--- config.mk ---
export PLATFORM = sky130hd
export DESIGN_NAME = fetch_top
export DESIGN_NICKNAME = d
export VERILOG_FILES = /design/src/hdl/cpu_types_pkg.sv /design/src/hdl/cache_control_if.sv /design/src/hdl/datapath_cache_if.sv /design/src/hdl/fetch_top.sv /design/src/hdl/memory_controller.sv /design/src/hdl/icache.sv /design/src/hdl/fetch_sequencer.sv
export SDC_FILE = /design/constraint.sdc
export NUM_CORES = 1
export LEC_CHECK = 0
export BUFFER_PORTS_ARGS = -buffer_cell sky130_fd_sc_hd__buf_2
export CAP_MARGIN = 0
export CORE_ASPECT_RATIO = 2
export CORE_MARGIN = 1.5
export CORE_UTILIZATION = 60
export CTS_BUF_LIST = sky130_fd_sc_hd__clkbuf_4 sky130_fd_sc_hd__clkbuf_8 sky130_fd_sc_hd__clkbuf_16
export DETAILED_ROUTE_END_ITERATION = 12
export PLACE_DENSITY = 0.78
export SETUP_SLACK_MARGIN = 0.1
export SLEW_MARGIN = 15
export SYNTH_ARGS = -nofsm -noshare
export SYNTH_HDL_FRONTEND = slang
export SYNTH_SLANG_ARGS = --single-unit
--- constraint.sdc ---
create_clock -name CLK -period 8 [get_ports CLK]
set_input_delay 0.4 -clock CLK [delete_from_list [all_inputs] [get_ports CLK]]
set_output_delay 0.4 -clock CLK [all_outputs]
set_load 0.1 [all_outputs]
--- src/hdl/cpu_types_pkg.sv ---
package cpu_types_pkg;

	// Machine word
	localparam int WORD_W = 32;

	typedef logic [WORD_W-1:0] word_t;

	// Default instruction cache geometry
	localparam int ISETS = 16;
	localparam int IWORDS = 1;

	// Address field widths
	localparam int IIDX_W = $clog2(ISETS);
	localparam int IBLK_W = $clog2(IWORDS);
	localparam int ITAG_W = WORD_W - 2 - IIDX_W - IBLK_W;

	// Byte address as the cache sees it.
	// The low two bits of off are the byte offset and the bits above
	// them select the word in the block, so with one word per block
	// only the byte offset is left
	typedef struct packed {
		logic [ITAG_W-1:0] tag;
		logic [IIDX_W-1:0] idx;
		logic [IBLK_W+1:0] off;
	} icachef_t;

	// Instruction cache FSM
	typedef enum logic [2:0] {
		IDLE,
		READ,
		ALLOC_RD,
		HALT,
		HALTED
	} icache_state_t;

	// Memory controller FSM.
	// Prefixed since IDLE already belongs to the cache states
	typedef enum logic [1:0] {
		MEM_IDLE,
		MEM_WAIT,
		MEM_DONE
	} mem_state_t;

endpackage
--- src/hdl/cache_control_if.sv ---
`timescale 1ns/1ns

interface cache_control_if;
	import cpu_types_pkg::*;

	// Refill read, one word address at a time
	logic iREN;
	word_t iaddr;

	// iwait drops for one cycle while iload is valid
	logic iwait;
	word_t iload;

	modport icache (
		output iREN, iaddr,
		input iwait, iload
	);

	modport memctl (
		input iREN, iaddr,
		output iwait, iload
	);
endinterface

--- src/hdl/datapath_cache_if.sv ---
`timescale 1ns/1ns

interface datapath_cache_if;
	import cpu_types_pkg::*;

	// Request level and address, held until the cycle after ihit
	logic imemREN;
	word_t imemaddr;

	// One cycle hit pulse with the instruction
	logic ihit;
	word_t imemload;

	modport fetch (
		output imemREN, imemaddr,
		input ihit, imemload
	);

	modport icache (
		input imemREN, imemaddr,
		output ihit, imemload
	);
endinterface

--- src/hdl/fetch_top.sv ---
`timescale 1ns/1ns

module fetch_top #(
	parameter int SETS = 16,
	parameter int WORDS_PER_BLK = 1,
	parameter int MEM_LATENCY = 3
) (
	input logic CLK,
	input logic nRST,
	input logic start,
	input cpu_types_pkg::word_t start_pc,
	input logic redirect,
	input cpu_types_pkg::word_t redirect_pc,
	input logic halt,
	input cpu_types_pkg::word_t ram_rdata,
	output logic instr_valid,
	output cpu_types_pkg::word_t instr,
	output cpu_types_pkg::word_t instr_pc,
	output logic halted,
	output logic ram_ren,
	output cpu_types_pkg::word_t ram_addr
);

	// Sequencer to cache
	datapath_cache_if dcif ();

	// Cache to memory controller
	cache_control_if ccif ();

	logic halt_req;

	fetch_sequencer fetch_sequencer_i (
		.CLK(CLK),
		.nRST(nRST),
		.start(start),
		.start_pc(start_pc),
		.redirect(redirect),
		.redirect_pc(redirect_pc),
		.halt(halt),
		.dcif(dcif.fetch),
		.instr_valid(instr_valid),
		.instr(instr),
		.instr_pc(instr_pc),
		.halt_req(halt_req)
	);

	icache #(
		.SETS(SETS),
		.WORDS_PER_BLK(WORDS_PER_BLK)
	) icache_i (
		.CLK(CLK),
		.nRST(nRST),
		.halt_req(halt_req),
		.dcif(dcif.icache),
		.ccif(ccif.icache),
		.halted(halted)
	);

	memory_controller #(
		.MEM_LATENCY(MEM_LATENCY)
	) memory_controller_i (
		.CLK(CLK),
		.nRST(nRST),
		.ccif(ccif.memctl),
		.ram_ren(ram_ren),
		.ram_addr(ram_addr),
		.ram_rdata(ram_rdata)
	);

endmodule

--- src/hdl/memory_controller.sv ---
`timescale 1ns/1ns

module memory_controller #(
	parameter int MEM_LATENCY = 3
) (
	input logic CLK,
	input logic nRST,
	cache_control_if.memctl ccif,
	output logic ram_ren,
	output cpu_types_pkg::word_t ram_addr,
	input cpu_types_pkg::word_t ram_rdata
);
	import cpu_types_pkg::*;

	// Needs MEM_LATENCY of at least one
	localparam int LAT_W = $clog2(MEM_LATENCY + 1);

	mem_state_t state;
	logic [LAT_W-1:0] lat_cnt;
	logic lat_done;
	word_t rdata_q;
	icachef_t raddr;

	assign lat_done = (lat_cnt == LAT_W'(MEM_LATENCY - 1));

	always_ff @(posedge CLK, negedge nRST) begin
		if (!nRST) begin
			state <= MEM_IDLE;
			lat_cnt <= '0;
		end else begin
			case (state)
				MEM_IDLE: begin
					lat_cnt <= '0;
					if (ccif.iREN) begin
						state <= MEM_WAIT;
					end
				end
				MEM_WAIT: begin
					if (lat_done) begin
						state <= MEM_DONE;
					end else begin
						lat_cnt <= lat_cnt + 1'b1;
					end
				end
				MEM_DONE: begin
					state <= MEM_IDLE;
				end
				default: begin
					state <= MEM_IDLE;
				end
			endcase
		end
	end

	// RAM data is stable from the first wait cycle on
	always_ff @(posedge CLK) begin
		if (state == MEM_WAIT && lat_done) begin
			rdata_q <= ram_rdata;
		end
	end

	// RAM reads whole words, so the byte offset is dropped
	always_comb begin
		raddr = icachef_t'(ccif.iaddr);
		raddr.off[1:0] = 2'b00;
	end

	// One read strobe per requested word, issued in the cycle iREN is seen
	assign ram_ren = (state == MEM_IDLE) && ccif.iREN;
	assign ram_addr = word_t'(raddr);

	assign ccif.iwait = (state != MEM_DONE);
	assign ccif.iload = rdata_q;

endmodule

--- src/hdl/icache.sv ---
`timescale 1ns/1ns

module icache #(
	parameter int SETS = 16,
	parameter int WORDS_PER_BLK = 1
) (
	input logic CLK,
	input logic nRST,
	input logic halt_req,
	datapath_cache_if.icache dcif,
	cache_control_if.icache ccif,
	output logic halted
);
	import cpu_types_pkg::*;

	// Word select keeps one bit even for single word blocks
	localparam int WSEL_W = (IBLK_W > 0) ? IBLK_W : 1;
	localparam int SCNT_W = (SETS > 1) ? $clog2(SETS) : 1;

	icache_state_t state;

	// Request address split into cache fields
	icachef_t req;
	logic [WSEL_W-1:0] req_word;
	logic tag_hit;

	// Refill progress
	logic [WSEL_W-1:0] fill_cnt;
	logic fill_last;
	word_t blk_base;

	// Halt sweep position
	logic [SCNT_W-1:0] sweep_cnt;

	// Line storage
	logic [SETS-1:0] valid;
	logic [ITAG_W-1:0] tags [SETS];
	word_t data [SETS][WORDS_PER_BLK];

	assign req = icachef_t'(dcif.imemaddr);
	assign req_word = WSEL_W'(req.off >> 2);
	assign tag_hit = valid[req.idx] && (tags[req.idx] == req.tag);

	assign fill_last = (fill_cnt == WSEL_W'(WORDS_PER_BLK - 1));

	// First byte of the block holding the request
	assign blk_base = word_t'({req.tag, req.idx, {(IBLK_W + 2){1'b0}}});

	always_ff @(posedge CLK, negedge nRST) begin
		if (!nRST) begin
			state <= IDLE;
			fill_cnt <= '0;
			sweep_cnt <= '0;
			valid <= '0;
		end else begin
			case (state)
				IDLE: begin
					fill_cnt <= '0;
					sweep_cnt <= '0;
					// Halt only arrives with no fetch outstanding
					if (halt_req) begin
						state <= HALT;
					end else if (dcif.imemREN && tag_hit) begin
						state <= READ;
					end else if (dcif.imemREN) begin
						state <= ALLOC_RD;
					end
				end
				READ: begin
					// ihit is high for exactly this cycle
					state <= IDLE;
				end
				ALLOC_RD: begin
					// Stall here as long as memory holds iwait
					if (!ccif.iwait) begin
						if (fill_last) begin
							valid[req.idx] <= 1'b1;
							state <= READ;
						end else begin
							fill_cnt <= fill_cnt + 1'b1;
						end
					end
				end
				HALT: begin
					// One set per cycle
					valid[sweep_cnt] <= 1'b0;
					if (sweep_cnt == SCNT_W'(SETS - 1)) begin
						state <= HALTED;
					end else begin
						sweep_cnt <= sweep_cnt + 1'b1;
					end
				end
				HALTED: begin
					state <= HALTED;
				end
				default: begin
					state <= IDLE;
				end
			endcase
		end
	end

	// Refill writes, one word per released iwait
	always_ff @(posedge CLK) begin
		if (state == ALLOC_RD && !ccif.iwait) begin
			data[req.idx][fill_cnt] <= ccif.iload;
			if (fill_last) begin
				tags[req.idx] <= req.tag;
			end
		end
	end

	// Hit pulse comes straight from the state register
	assign dcif.ihit = (state == READ);
	assign dcif.imemload = data[req.idx][req_word];

	// Words of the block are requested in order
	assign ccif.iREN = (state == ALLOC_RD);
	assign ccif.iaddr = blk_base + (word_t'(fill_cnt) << 2);

	assign halted = (state == HALTED);

endmodule

--- src/hdl/fetch_sequencer.sv ---
`timescale 1ns/1ns

module fetch_sequencer (
	input logic CLK,
	input logic nRST,
	input logic start,
	input cpu_types_pkg::word_t start_pc,
	input logic redirect,
	input cpu_types_pkg::word_t redirect_pc,
	input logic halt,
	datapath_cache_if.fetch dcif,
	output logic instr_valid,
	output cpu_types_pkg::word_t instr,
	output cpu_types_pkg::word_t instr_pc,
	output logic halt_req
);
	import cpu_types_pkg::*;

	word_t pc;
	word_t next_pc;
	word_t redir_pc;
	word_t issue_pc;
	logic redir_pend;
	logic running;
	logic halting;
	logic req;
	logic done;
	logic issue;

	assign done = req && dcif.ihit;

	// Next request leaves after the idle cycle that follows ihit
	assign issue = running && !halting && !halt && !req;

	// A redirect seen now beats one stored earlier
	always_comb begin
		if (redirect) begin
			issue_pc = redirect_pc;
		end else if (redir_pend) begin
			issue_pc = redir_pc;
		end else begin
			issue_pc = next_pc;
		end
	end

	always_ff @(posedge CLK, negedge nRST) begin
		if (!nRST) begin
			req <= 1'b0;
			running <= 1'b0;
			halting <= 1'b0;
			redir_pend <= 1'b0;
			instr_valid <= 1'b0;
		end else begin
			instr_valid <= done;
			if (done) begin
				req <= 1'b0;
			end else if (issue) begin
				req <= 1'b1;
			end
			if (halt) begin
				halting <= 1'b1;
				running <= 1'b0;
			end else if (start && !halting) begin
				running <= 1'b1;
			end
			if (start || issue) begin
				redir_pend <= 1'b0;
			end else if (redirect) begin
				redir_pend <= 1'b1;
			end
		end
	end

	always_ff @(posedge CLK) begin
		if (start) begin
			next_pc <= start_pc;
		end else if (issue) begin
			next_pc <= issue_pc + word_t'(4);
		end
		if (issue) begin
			pc <= issue_pc;
		end
		if (redirect) begin
			redir_pc <= redirect_pc;
		end
		if (done) begin
			instr <= dcif.imemload;
			instr_pc <= pc;
		end
	end

	assign dcif.imemREN = req;
	assign dcif.imemaddr = pc;

	// Cache may only start its sweep with nothing in flight
	assign halt_req = halting && !req;

endmodule

======== Word-level counts from Yosys, hierarchy flattened ========
Memory sizes are Yosys's and may differ from the RTL's. A register that Yosys moved wholly into a read port is not among the register bits.
Cells that the tools add are included.
storage, ports and cells
  bits in registers ....................... 193
  bits in latches ......................... 0
  memory bits (writable) .................. 928
  ROM bits ................................ 0
  input bits .............................. 101
  word-level logic and storage cells ...... 127
  memories kept ........................... 2
cells by class
  add/sub/neg operators ................... 5
  multipliers ............................. 0
  div/mod/pow operators ................... 0
  magnitude comparators ................... 6
  equal/unequal tests ..................... 17
  shifts and indexed selects .............. 0
  muxes and demuxes ....................... 43
  bitwise gates (word level) .............. 3
  reduce and logical (&&, ||, !) cells .... 35
memories
  memory         depth  bits a word  rd ports  clocked after memory_dff  write ports  RTL line      RTL
  icache_i.data  16     32           1         1                         1            icache.sv:38  word_t data [SETS][WORDS_PER_BLK];
  icache_i.tags  16     26           1         1                         1            icache.sv:37  logic [ITAG_W-1:0] tags [SETS];
operators by type and width
  cell                     count
  $mux W32                 4
  $add A32 B3 Y32          1
  $add A32 B3 Y32 const B  1
  $mux W16                 2
  $pmux W16 S2             1
  $eq A26 B26 Y1           1
  $mux W3                  6
  $mux W1                  17
  $and A16 B16 Y16         1
  $not A16 Y16             1
  $or A16 B16 Y16          1
  $reduce_bool A2 Y1       8
  $logic_and A1 B1 Y1      14
  $pmux W3 S4              1
  $lt A4 B5 Y1 const B     2
  $ne A2 B2 Y1 const B     5
  $demux W1 S4             2
  $ge A4 B1 Y1 const B     2
  $mux W4                  2
  $pmux W2 S2              2
  $pmux W4 S2              1
  $reduce_and A2 Y1        4
  $eq A3 B2 Y1 const B     2
  $mux W2                  3
  other kinds (20)         25

======== Logic depth before layout (Yosys ltp) ========
Gate-level depths: netlist of the first run.
  depth in word-level cells ............... 8
  depth in mapped cells ................... 13

======== Modules after synthesis ========
A second synthesis of the first run with hierarchy kept.
unflattened totals
  cell total of the unflattened synthesis .. 2188
  area, all modules ....................... 45362.3 sq um
modules (own cells, without submodules)
  module             instances  cells each  area each (sq um)  seq. area each (sq um)
  icache             1          1656        37243.2            28442.3
  fetch_sequencer    1          447         6701.4             4929.7
  memory_controller  1          85          1417.6             1061.0

======== Worst setup path before layout of the first run ========
No wires, ideal clock.
  kind .................................... reg-to-reg
  start point ............................. reg fetch_sequencer_i.pc[3], in the netlist fetch_sequencer_i.dcif.imemaddr[3]
  end point ............................... reg icache_i.valid[2]
  setup time .............................. 0.080 ns
  arrival ................................. 5.979 ns
  required time ........................... 7.920 ns
  slack ................................... 1.941 ns
  stages on the path, launching flop included .. 7
  path buffers ............................ 3
  clock period less this slack ............ 6.059 ns
  cell sequence ........................... edfxtp_1 clkbuf_1 clkbuf_1 clkbuf_1 nand2_1 nor3_1 o32a_1
on the way
  longest elaborated chain between the ends .. 8
ends and longest elaborated chain
  item                                                                       RTL line               RTL
  start: declaration                                                         fetch_sequencer.sv:19  word_t pc;
  start signal: assignment                                                   fetch_sequencer.sv:81  pc <= issue_pc;
  $lt A4 B5 Y1 (not written as such) / $ge A4 B1 Y1 (equally long branches)  icache.sv:77           valid[req.idx] <= 1'b1;
  $logic_and A1 B1 Y1 (not written as such)                                  icache.sv:77
  $mux W1 (not written as such)                                              icache.sv:77
  $demux W1 S4 (*)                                                           --
  $or A16 B16 Y16 (no line) (*)                                              --
  $mux W16 (*)                                                               icache.sv:76           if (fill_last) begin
  $mux W16 (*)                                                               icache.sv:75           if (!ccif.iwait) begin
  $pmux W16 S2 (*)                                                           icache.sv:56           case (state)
  end signal: assignment                                                     icache.sv:54           valid <= '0;
  end signal: indexed assignment                                             icache.sv:77
  end signal: indexed assignment                                             icache.sv:86           valid[sweep_cnt] <= 1'b0;
  end: declaration                                                           icache.sv:36           logic [SETS-1:0] valid;
Mark *: on every way between the ends. The rest lies on a longest branch, timed or not. The select of a mux whose other input is x is not followed.
A chain may end at the register's enable or synchronous reset.

======== Worst setup path in the final report of the first run ========
  start point ............................. reg fetch_sequencer_i.pc[2], in the netlist fetch_sequencer_i.dcif.imemaddr[2]
  end point ............................... mem icache_i.tags[9][23] (netlist name) (enable)
RTL lines
  item              RTL line
  end: declaration  icache.sv:37
No word-level cell before the write port.

==> results of run 1 <==
registers in the layout, summed over array words and instances (netlist names), 16 cells and up, named ones only:
signal	flops
memory_controller_i.ccif.iload	32
fetch_sequencer_i.instr_pc	32
icache_i.valid	16
icache_i.data	512
fetch_sequencer_i.instr	32
fetch_sequencer_i.redir_pc	32
fetch_sequencer_i.dcif.imemaddr	32
fetch_sequencer_i.next_pc	32
icache_i.tags	416
worst max-delay path: cells and delay by family, from the launching register on:
kind / cells / cell delay (ns)
buffers and inverters: 2 / 1.22
DFF: 1 / 0.92
and+or+nand+nor: 2 / 1.61
repair_timing:
| action | 4_1_cts | 5_1_grt |
|---|---|---|
| setup endpoints to repair | 0 | 0 |
| hold endpoints to repair | 122 | 0 |
| hold buffers | 90 | 0 |
logic make-up after synthesis:
kind of cell | synth area share
simple gates | 0.02289
xor+xnor | 0.01171
mux | 0.1545
flops | 0.7692
compound gates | 0.02050
other cells | 0.00008357
fa+ha+maj | 0.001673
buf+inv | 0.01952
worst max path at each step:
stage               slack, ns                                         start                               to
global route             3.48  fetch_sequencer_i.dcif.imemaddr[2]$_DFFE_PP_   icache_i.tags[15][8]$_DFFE_PP_
finish                   3.75  fetch_sequencer_i.dcif.imemaddr[2]$_DFFE_PP_   icache_i.tags[9][23]$_DFFE_PP_
CTS                      3.61  fetch_sequencer_i.dcif.imemaddr[2]$_DFFE_PP_  icache_i.tags[13][18]$_DFFE_PP_
detailed placement       3.67  fetch_sequencer_i.dcif.imemaddr[2]$_DFFE_PP_  icache_i.tags[13][21]$_DFFE_PP_
global placement         3.75  fetch_sequencer_i.dcif.imemaddr[2]$_DFFE_PP_  icache_i.tags[13][21]$_DFFE_PP_
floorplan                1.94  fetch_sequencer_i.dcif.imemaddr[3]$_DFFE_PP_    icache_i.valid[2]$_DFFE_PN0P_
metrics by stage:
stage,worst slack (ns),util,hold WS (ns),area [sq um]
after floorplan,1.941,-,0.1044,44870
after global placement,3.754,0.6341,0.4057,46870
after detailed placement,3.673,0.6341,0.4071,46870
after CTS,3.613,0.6898,0.001959,50990
after global routing,3.476,0.6898,0.02789,50990
final,3.753,0.6898,0.03579,50990
power by group:
part	internal (mW)	switching, mW	leakage [nW]
Combinational	0.139	0.229	4.73
Clock	2.66	2.20	1.57
Sequential	6.72	0.115	10.6
routing by layer:
metal  track usage  share of wire  vias up
met1        0.3391           0.33    11770
met4        0.1420          0.051        0
met2        0.5226           0.54     1322
li1              -              -     9267
met3       0.04292          0.077      306
met5             0              0        -
final cells by class:
| cell class | count | area [sq um] |
|---|---|---|
| multi-input cells | 800 | 9610 |
| repair buffers | 344 | 2342 |
| clock inverters | 67 | 723.2 |
| fillers | 4339 | 22930 |
| clock buffers | 107 | 2492 |
| flip-flops and latches | 1156 | 34520 |
| well taps | 929 | 1162 |
| inverters | 36 | 135.1 |
| diodes | 1 | 2.502 |
layout by cell type (no fill, tap or decap), drive strengths merged, types with 3 or more instances in the layout:
| cell | synthesis | layout |
|---|---|---|
| mux2i | 89 | 89 |
| a22oi | 8 | 8 |
| nand4 | 7 | 7 |
| o21a | 3 | 3 |
| nor4 | 7 | 7 |
| edfxtp | 1120 | 1120 |
| mux2 | 21 | 21 |
| dlygate4sd3 | 0 | 90 |
| nor2 | 45 | 45 |
| dfrtp | 32 | 32 |
| clkinv | 0 | 35 |
| nand3 | 15 | 15 |
| o31ai | 9 | 9 |
| bufinv | 0 | 12 |
| dfxtp | 4 | 4 |
| or3 | 3 | 3 |
| ha | 6 | 6 |
| and2 | 5 | 5 |
| nor2b | 4 | 4 |
| o22ai | 6 | 6 |
| inv | 36 | 47 |
| a211oi | 3 | 3 |
| nand2 | 94 | 94 |
| a21oi | 14 | 14 |
| a31oi | 3 | 3 |
| nand2b | 9 | 9 |
| and3 | 3 | 3 |
| o22a | 6 | 6 |
| o21ai | 66 | 66 |
| a221oi | 5 | 5 |
| clkinvlp | 0 | 9 |
| buf | 84 | 254 |
| xor2 | 25 | 25 |
| xnor2 | 35 | 35 |
| clkbuf | 42 | 107 |
| mux4 | 256 | 256 |
| nor3 | 19 | 19 |
==> reports/metrics.cfg, run 1 <==
[synthesis]
yosysMostFrequentCell = edfxtp_1
synth_common_cells = edfxtp_1, mux4_2, nand2_1
yosysTopAreaCell = edfxtp_1
synthDistinctLibCells = 71
ys_seq_area_frac = 0.7692
synth_warnings = 0
synthFlopType = edfxtp_1
syn_area_per_cell_sq_um = 21.20
ys_top_cells_by_area = edfxtp_1, mux4_2, mux2i_1, dfrtp_1, nand2_1
synth.top_cell.area_share = 0.7495
async_flop_share = 0.02768
syn_area_sq_um = 44870
synth_cells = 2117
synth_edf_count = 1120
ys_ff_latch = 1156

[worst_setup_path]
rr_worst_depth = 4
cpMaxStageDelayCell = nor2_4
reg2reg_from = fetch_sequencer_i.dcif.imemaddr[2]$_DFFE_PP_
regToRegEndpoint = icache_i.tags[9][23]$_DFFE_PP_
cp.arrival_ns = 4.55
crit_fanout = 80
end_kind = register
critPathMaxStageDelay_ns = 1.02
crit_path_start_kind = register
worst-setup-path-type = reg -> reg
crit_chain = buf_12, nand4b_1, nor2_4, buf_4
rrSetupSlack_ns = 3.75
crit_required_ns = 8.30

[cts]
cts_root_buf = clkbuf_16
cts_tree = done
post_cts_buffers = 0
clk_latency_ns = 0.70
numCtsBuffers = 93
clkTransAtPathRegs_ns = 0.07
cts_buffer_depth = 3
cts_resized = 0
cts.sinks = 1156
cts_max_level = 3

[power_and_ir_drop]
irDropWorstVdd_mv = 0.2354
powerDensity_nw_per_um2 = 236.4
cellLeakagePower_nw = 16.88
total_power_mw = 12.06

[min_path]
min_to = fetch_sequencer_i.next_pc[10]$_DFFE_PN_
hp-start = start_pc[10]
worstHoldPathCells = 3
hold_class = in -> reg

[drt]
drt_iter0_markers = 2324
drc = 0
wire_per_inst_um = 31.38
drtAntennaViolNets = 0
wirelength_mm = 107.9
drtPass1Iterations = 5
vias = 22670
viasPerCell = 6.590

[sta]
rsz0062_at_grt = false
setup_tns_ns = 0
fin_skew_ns = 0.02533
slew_viol_final = 0
max_slew.worst_pin.slew_ns = 1.196
setup_viol = 0
finalCritPeriodShare = 0.5309
slew_headroom = 0.2028
finalHoldViolCount = 0
period_minus_slack_ns = 4.247
fmax_ghz = 0.2355

[global_routing]
overflow = 0
grt_max_degree = 81
grt_pass1_wl_mm = 156.6
antenna_found_initial = 0
grt_usage = 0.2901
grt_pass1_vias = 23800

[floorplan]
coreArea_sq_um = 73920
initial_core_util = 0.6070
floorplan.die_area_sq_um = 76530
io-pin-count = 200
die_h_um = 389.7
num_rows = 141
die_x_um = 196.4

[layout]
nets = 2538
stdcell_count = 3440
areaGrowthSynthToFinish_pct = 13.64
final_layout_size_suffix_gt1_frac = 0.2841

[placement]
dp_hpwl_mm = 60.95
portBuffers = 197
gp_congestion = 0.8719
dp.cells = 3175

[status]
outcome = complete, no violations

[flow_run]
drv_cap = 0

Power figures use the tool's default switching activity.
==> run 2: changes to the inputs <==
--- a/config.mk
+++ b/config.mk
@@ -5,6 +5,7 @@
 export SDC_FILE = /design/constraint.sdc
 export NUM_CORES = 1
 export LEC_CHECK = 0
+export ABC_AREA = 1
 export BUFFER_PORTS_ARGS = -buffer_cell sky130_fd_sc_hd__buf_2
 export CAP_MARGIN = 0
 export CORE_ASPECT_RATIO = 2
==> constraint.sdc (replaced) <==
create_clock -name CLK -period 4.25 [get_ports CLK]
set_input_delay 0.2125 -clock CLK [delete_from_list [all_inputs] [get_ports CLK]]
set_output_delay 0.2125 -clock CLK [all_outputs]
set_load 0.1 [all_outputs]
==> run 2 against run 1 <==
Against the previous run: first-iteration DRC count grew 49%; power grew 85%; area after synthesis grew 2.7%; core utilization is essentially flat; clock skew grew 0.0074 ns; maximum frequency grew 38%; non-clock buffer count grew 42; critical path depth grew 3; global-route usage grew 2.0 points; wire length grew 11%; critical endpoint is now icache_i.data[13][20]$_DFFE_PP_.
==> reports/metrics.cfg, run 2 <==
[status]
outcome = complete, no violations

[sta]
finalCritPeriodShare = 0.7221  ; +0.1912
period_minus_slack_ns = 3.069  ; -1.178 ns
setup_viol = 0  ; unchanged
fmax_ghz = 0.3259  ; +38%
rsz0062_at_grt = false
setup_tns_ns = 0  ; unchanged
slew_viol_final = 0  ; unchanged
fin_skew_ns = 0.03271  ; +0.007381 ns
finalHoldViolCount = 0  ; unchanged
max_slew.worst_pin.slew_ns = 1.157  ; -0.03906 ns
slew_headroom = 0.2277  ; +0.02492

[worst_setup_path]
crit_path_start_kind = register
cp.buffers_inverters = 4  ; +2
worst-path-stages = 7  ; +3
crit_required_ns = 4.54  ; -3.76 ns
rr_worst_depth = 7  ; +3
crit_start = fetch_sequencer_i.dcif.imemaddr[2]$_DFFE_PP_
crit_chain = inv_1, nor2_4, buf_4, and2_1, inv_1, nor2_4, buf_4
cp.arrival_ns = 3.36  ; -1.19 ns
worst-setup-path-type = reg -> reg
crit_end = icache_i.data[13][20]$_DFFE_PP_
rrSetupSlack_ns = 1.18  ; -2.57 ns
end_kind = register
critPathMaxStageDelay_ns = 0.70  ; -0.32 ns
regToRegEndpoint = icache_i.data[13][20]$_DFFE_PP_
cpMaxStageDelayCell = edfxtp_1
crit_fanout = 39  ; -51%
reg2reg_from = fetch_sequencer_i.dcif.imemaddr[2]$_DFFE_PP_
crit_family = buffers and inverters

[global_routing]
grt_usage = 0.3099  ; +0.01986
grt_max_degree = 166  ; +100%
grt_pass1_vias = 30160  ; +27%
grt_pass1_wl_mm = 178.2  ; +14%
antenna_found_initial = 8  ; +8
overflow = 0  ; unchanged

[synthesis]
ys_seq_area_frac = 0.7490  ; -0.02020
synthDistinctLibCells = 57  ; -20%
synth_common_cells = edfxtp_1, nand2_1, a22oi_1
synth_edf_count = 1120  ; unchanged
yosysMostFrequentCell = edfxtp_1
ys_top_cells_by_area = edfxtp_1, nand2_1, a22oi_1, nand3_1, inv_1
synth_warnings = 0  ; unchanged
ys_ff_latch = 1156  ; unchanged
async_flop_share = 0.02768  ; unchanged
synthFlopType = edfxtp_1
yosysTopAreaCell = edfxtp_1
syn_area_sq_um = 46080  ; +2.7%
synth_cells = 3491  ; +65%
syn_area_per_cell_sq_um = 13.20  ; -38%
synth.top_cell.area_share = 0.7299  ; -0.01968

[floorplan]
num_rows = 143  ; +1.4%
die_x_um = 199.0  ; +1.3%
initial_core_util = 0.6060  ; -0.001028
floorplan.die_area_sq_um = 78570  ; +2.7%
coreArea_sq_um = 76040  ; +2.9%
io-pin-count = 200  ; unchanged
die_h_um = 394.9  ; +1.3%

[drt]
drtAntennaViolNets = 0  ; unchanged
drtPass1Iterations = 6  ; +1
wire_per_inst_um = 24.75  ; -21%
viasPerCell = 6.155  ; -6.6%
wirelength_mm = 120.1  ; +11%
vias = 29880  ; +32%
drt_iter0_markers = 3456  ; +49%
drc = 0  ; unchanged

[layout]
largest_register = icache_i.data
final_area_sq_um = 52420  ; +2.8%
final_layout_size_suffix_gt1_frac = 0.1418  ; -0.1423
nets = 3870  ; +52%
final_cell_mix = edfxtp_1, nand2_1, a22oi_1
largestRegisters = icache_i.data: 512 flops, icache_i.tags: 416 flops
largest_reg_flops = 512  ; unchanged
areaGrowthSynthToFinish_pct = 13.76
layout_commonest_cell = edfxtp_1

[power_and_ir_drop]
powerDensity_nw_per_um2 = 425.3  ; +80%
cellLeakagePower_nw = 18.98  ; +12%
total_power_mw = 22.29  ; +85%
irDropWorstVdd_mv = 0.3775  ; +60%

[cts]
cts_buffer_depth = 3  ; unchanged
cts.sinks = 1156  ; unchanged
clk_latency_ns = 0.68  ; -0.02 ns
cts_root_buf = clkbuf_16
cts_tree = done
cts_max_level = 3  ; unchanged
post_cts_buffers = 0  ; unchanged
clkTransAtPathRegs_ns = 0.07  ; about the same
numCtsBuffers = 92  ; -1.1%

[placement]
place_area_sq_um = 48430  ; +3.3%
dp_hpwl_mm = 68.45  ; +12%
portBuffers = 197  ; unchanged
gp_congestion = 0.9466  ; +8.6%

[min_path]
hold_class = in -> async

[flow_run]
drv_cap = 0  ; unchanged

## run 2: changes by cell type after synthesis, sizes merged, moves of 31 or more
cell / change
nor2: +162
nand2: +615
a21oi: +156
a22oi: +248
o21ai: +40
mux4: -256
nand3: +238
or4: +31
o211ai: +37
mux2i: -89
clkbuf: +58
inv: +222
## run 2: area by class of cell
cell class	count	area [sq um]
multi-input combinational	1865	9704
antenna	2	5.005
fill	4861	23620
clock inverter	54	451.7
timing repair buffer	386	2928
tap	1015	1270
inverter	262	996.0
clock buffer	114	2545
sequential	1156	34520
## run 2: what timing repair did
| action | 4_1_cts | 5_1_grt |
|---|---|---|
| hold buffers | 99 | 0 |
| hold endpoints to repair | 152 | 0 |
| gates resized for setup | 0 | 0 |
## run 2: worst min-delay path by stage
stage | startpoint | to | slack [ns] | cells after the start
after global routing | nRST | fetch_sequencer_i.redir_pend$_DFFE_PN0P_ | 0.21 | 2
final | nRST | icache_i.valid[0]$_DFFE_PN0P_ | 0.15 | 2
after detailed placement | nRST | fetch_sequencer_i.halting$_DFFE_PN0P_ | 0.33 | 1
after floorplan | nRST | fetch_sequencer_i.dcif.imemREN$_DFFE_PN0P_ | -0.08 | 0
after global placement | nRST | fetch_sequencer_i.running$_DFFE_PN0P_ | 0.33 | 1
after CTS | nRST | icache_i.valid[13]$_DFFE_PN0P_ | 0.14 | 2
## run 2: kinds of logic after synthesis
logic type      after synthesis  share of synthesized area
flops                      1156                     0.7490
fa+ha+maj                     6                   0.001629
xor+xnor                     14                   0.002661
buf+inv                     471                    0.04439
other cells                   1                 0.00008138
compound gates              602                    0.08662
simple gates               1241                     0.1156
## run 2: routing by layer
layer / GRT usage / vias up / share of wire
li1: - / 13090 / -
met1: 0.3520 / 14530 / 0.33
met2: 0.5413 / 1796 / 0.52
met3: 0.05567 / 448 / 0.082
met4: 0.1852 / 12 / 0.063
met5: 0 / - / 0.00065
## run 2: through the flow
step / cells / setup slack [ns] / util / hold slack, ns
floorplan: 3492 / -0.1485 / - / -0.08309
global placement: 4585 / 1.294 / 0.6369 / 0.3294
detailed placement: 4585 / 1.262 / 0.6369 / 0.3273
CTS: 4852 / 1.216 / 0.6893 / 0.1391
global route: 4853 / 1.029 / 0.6893 / 0.2091
finish: 4854 / 1.181 / 0.6894 / 0.1450
## run 2: power breakdown
| group | internal (mW) | switching, mW | leakage [nW] |
|---|---|---|---|
| Sequential | 12.7 | 0.202 | 10.6 |
| Clock | 4.65 | 3.93 | 1.49 |
| Combinational | 0.275 | 0.578 | 6.91 |
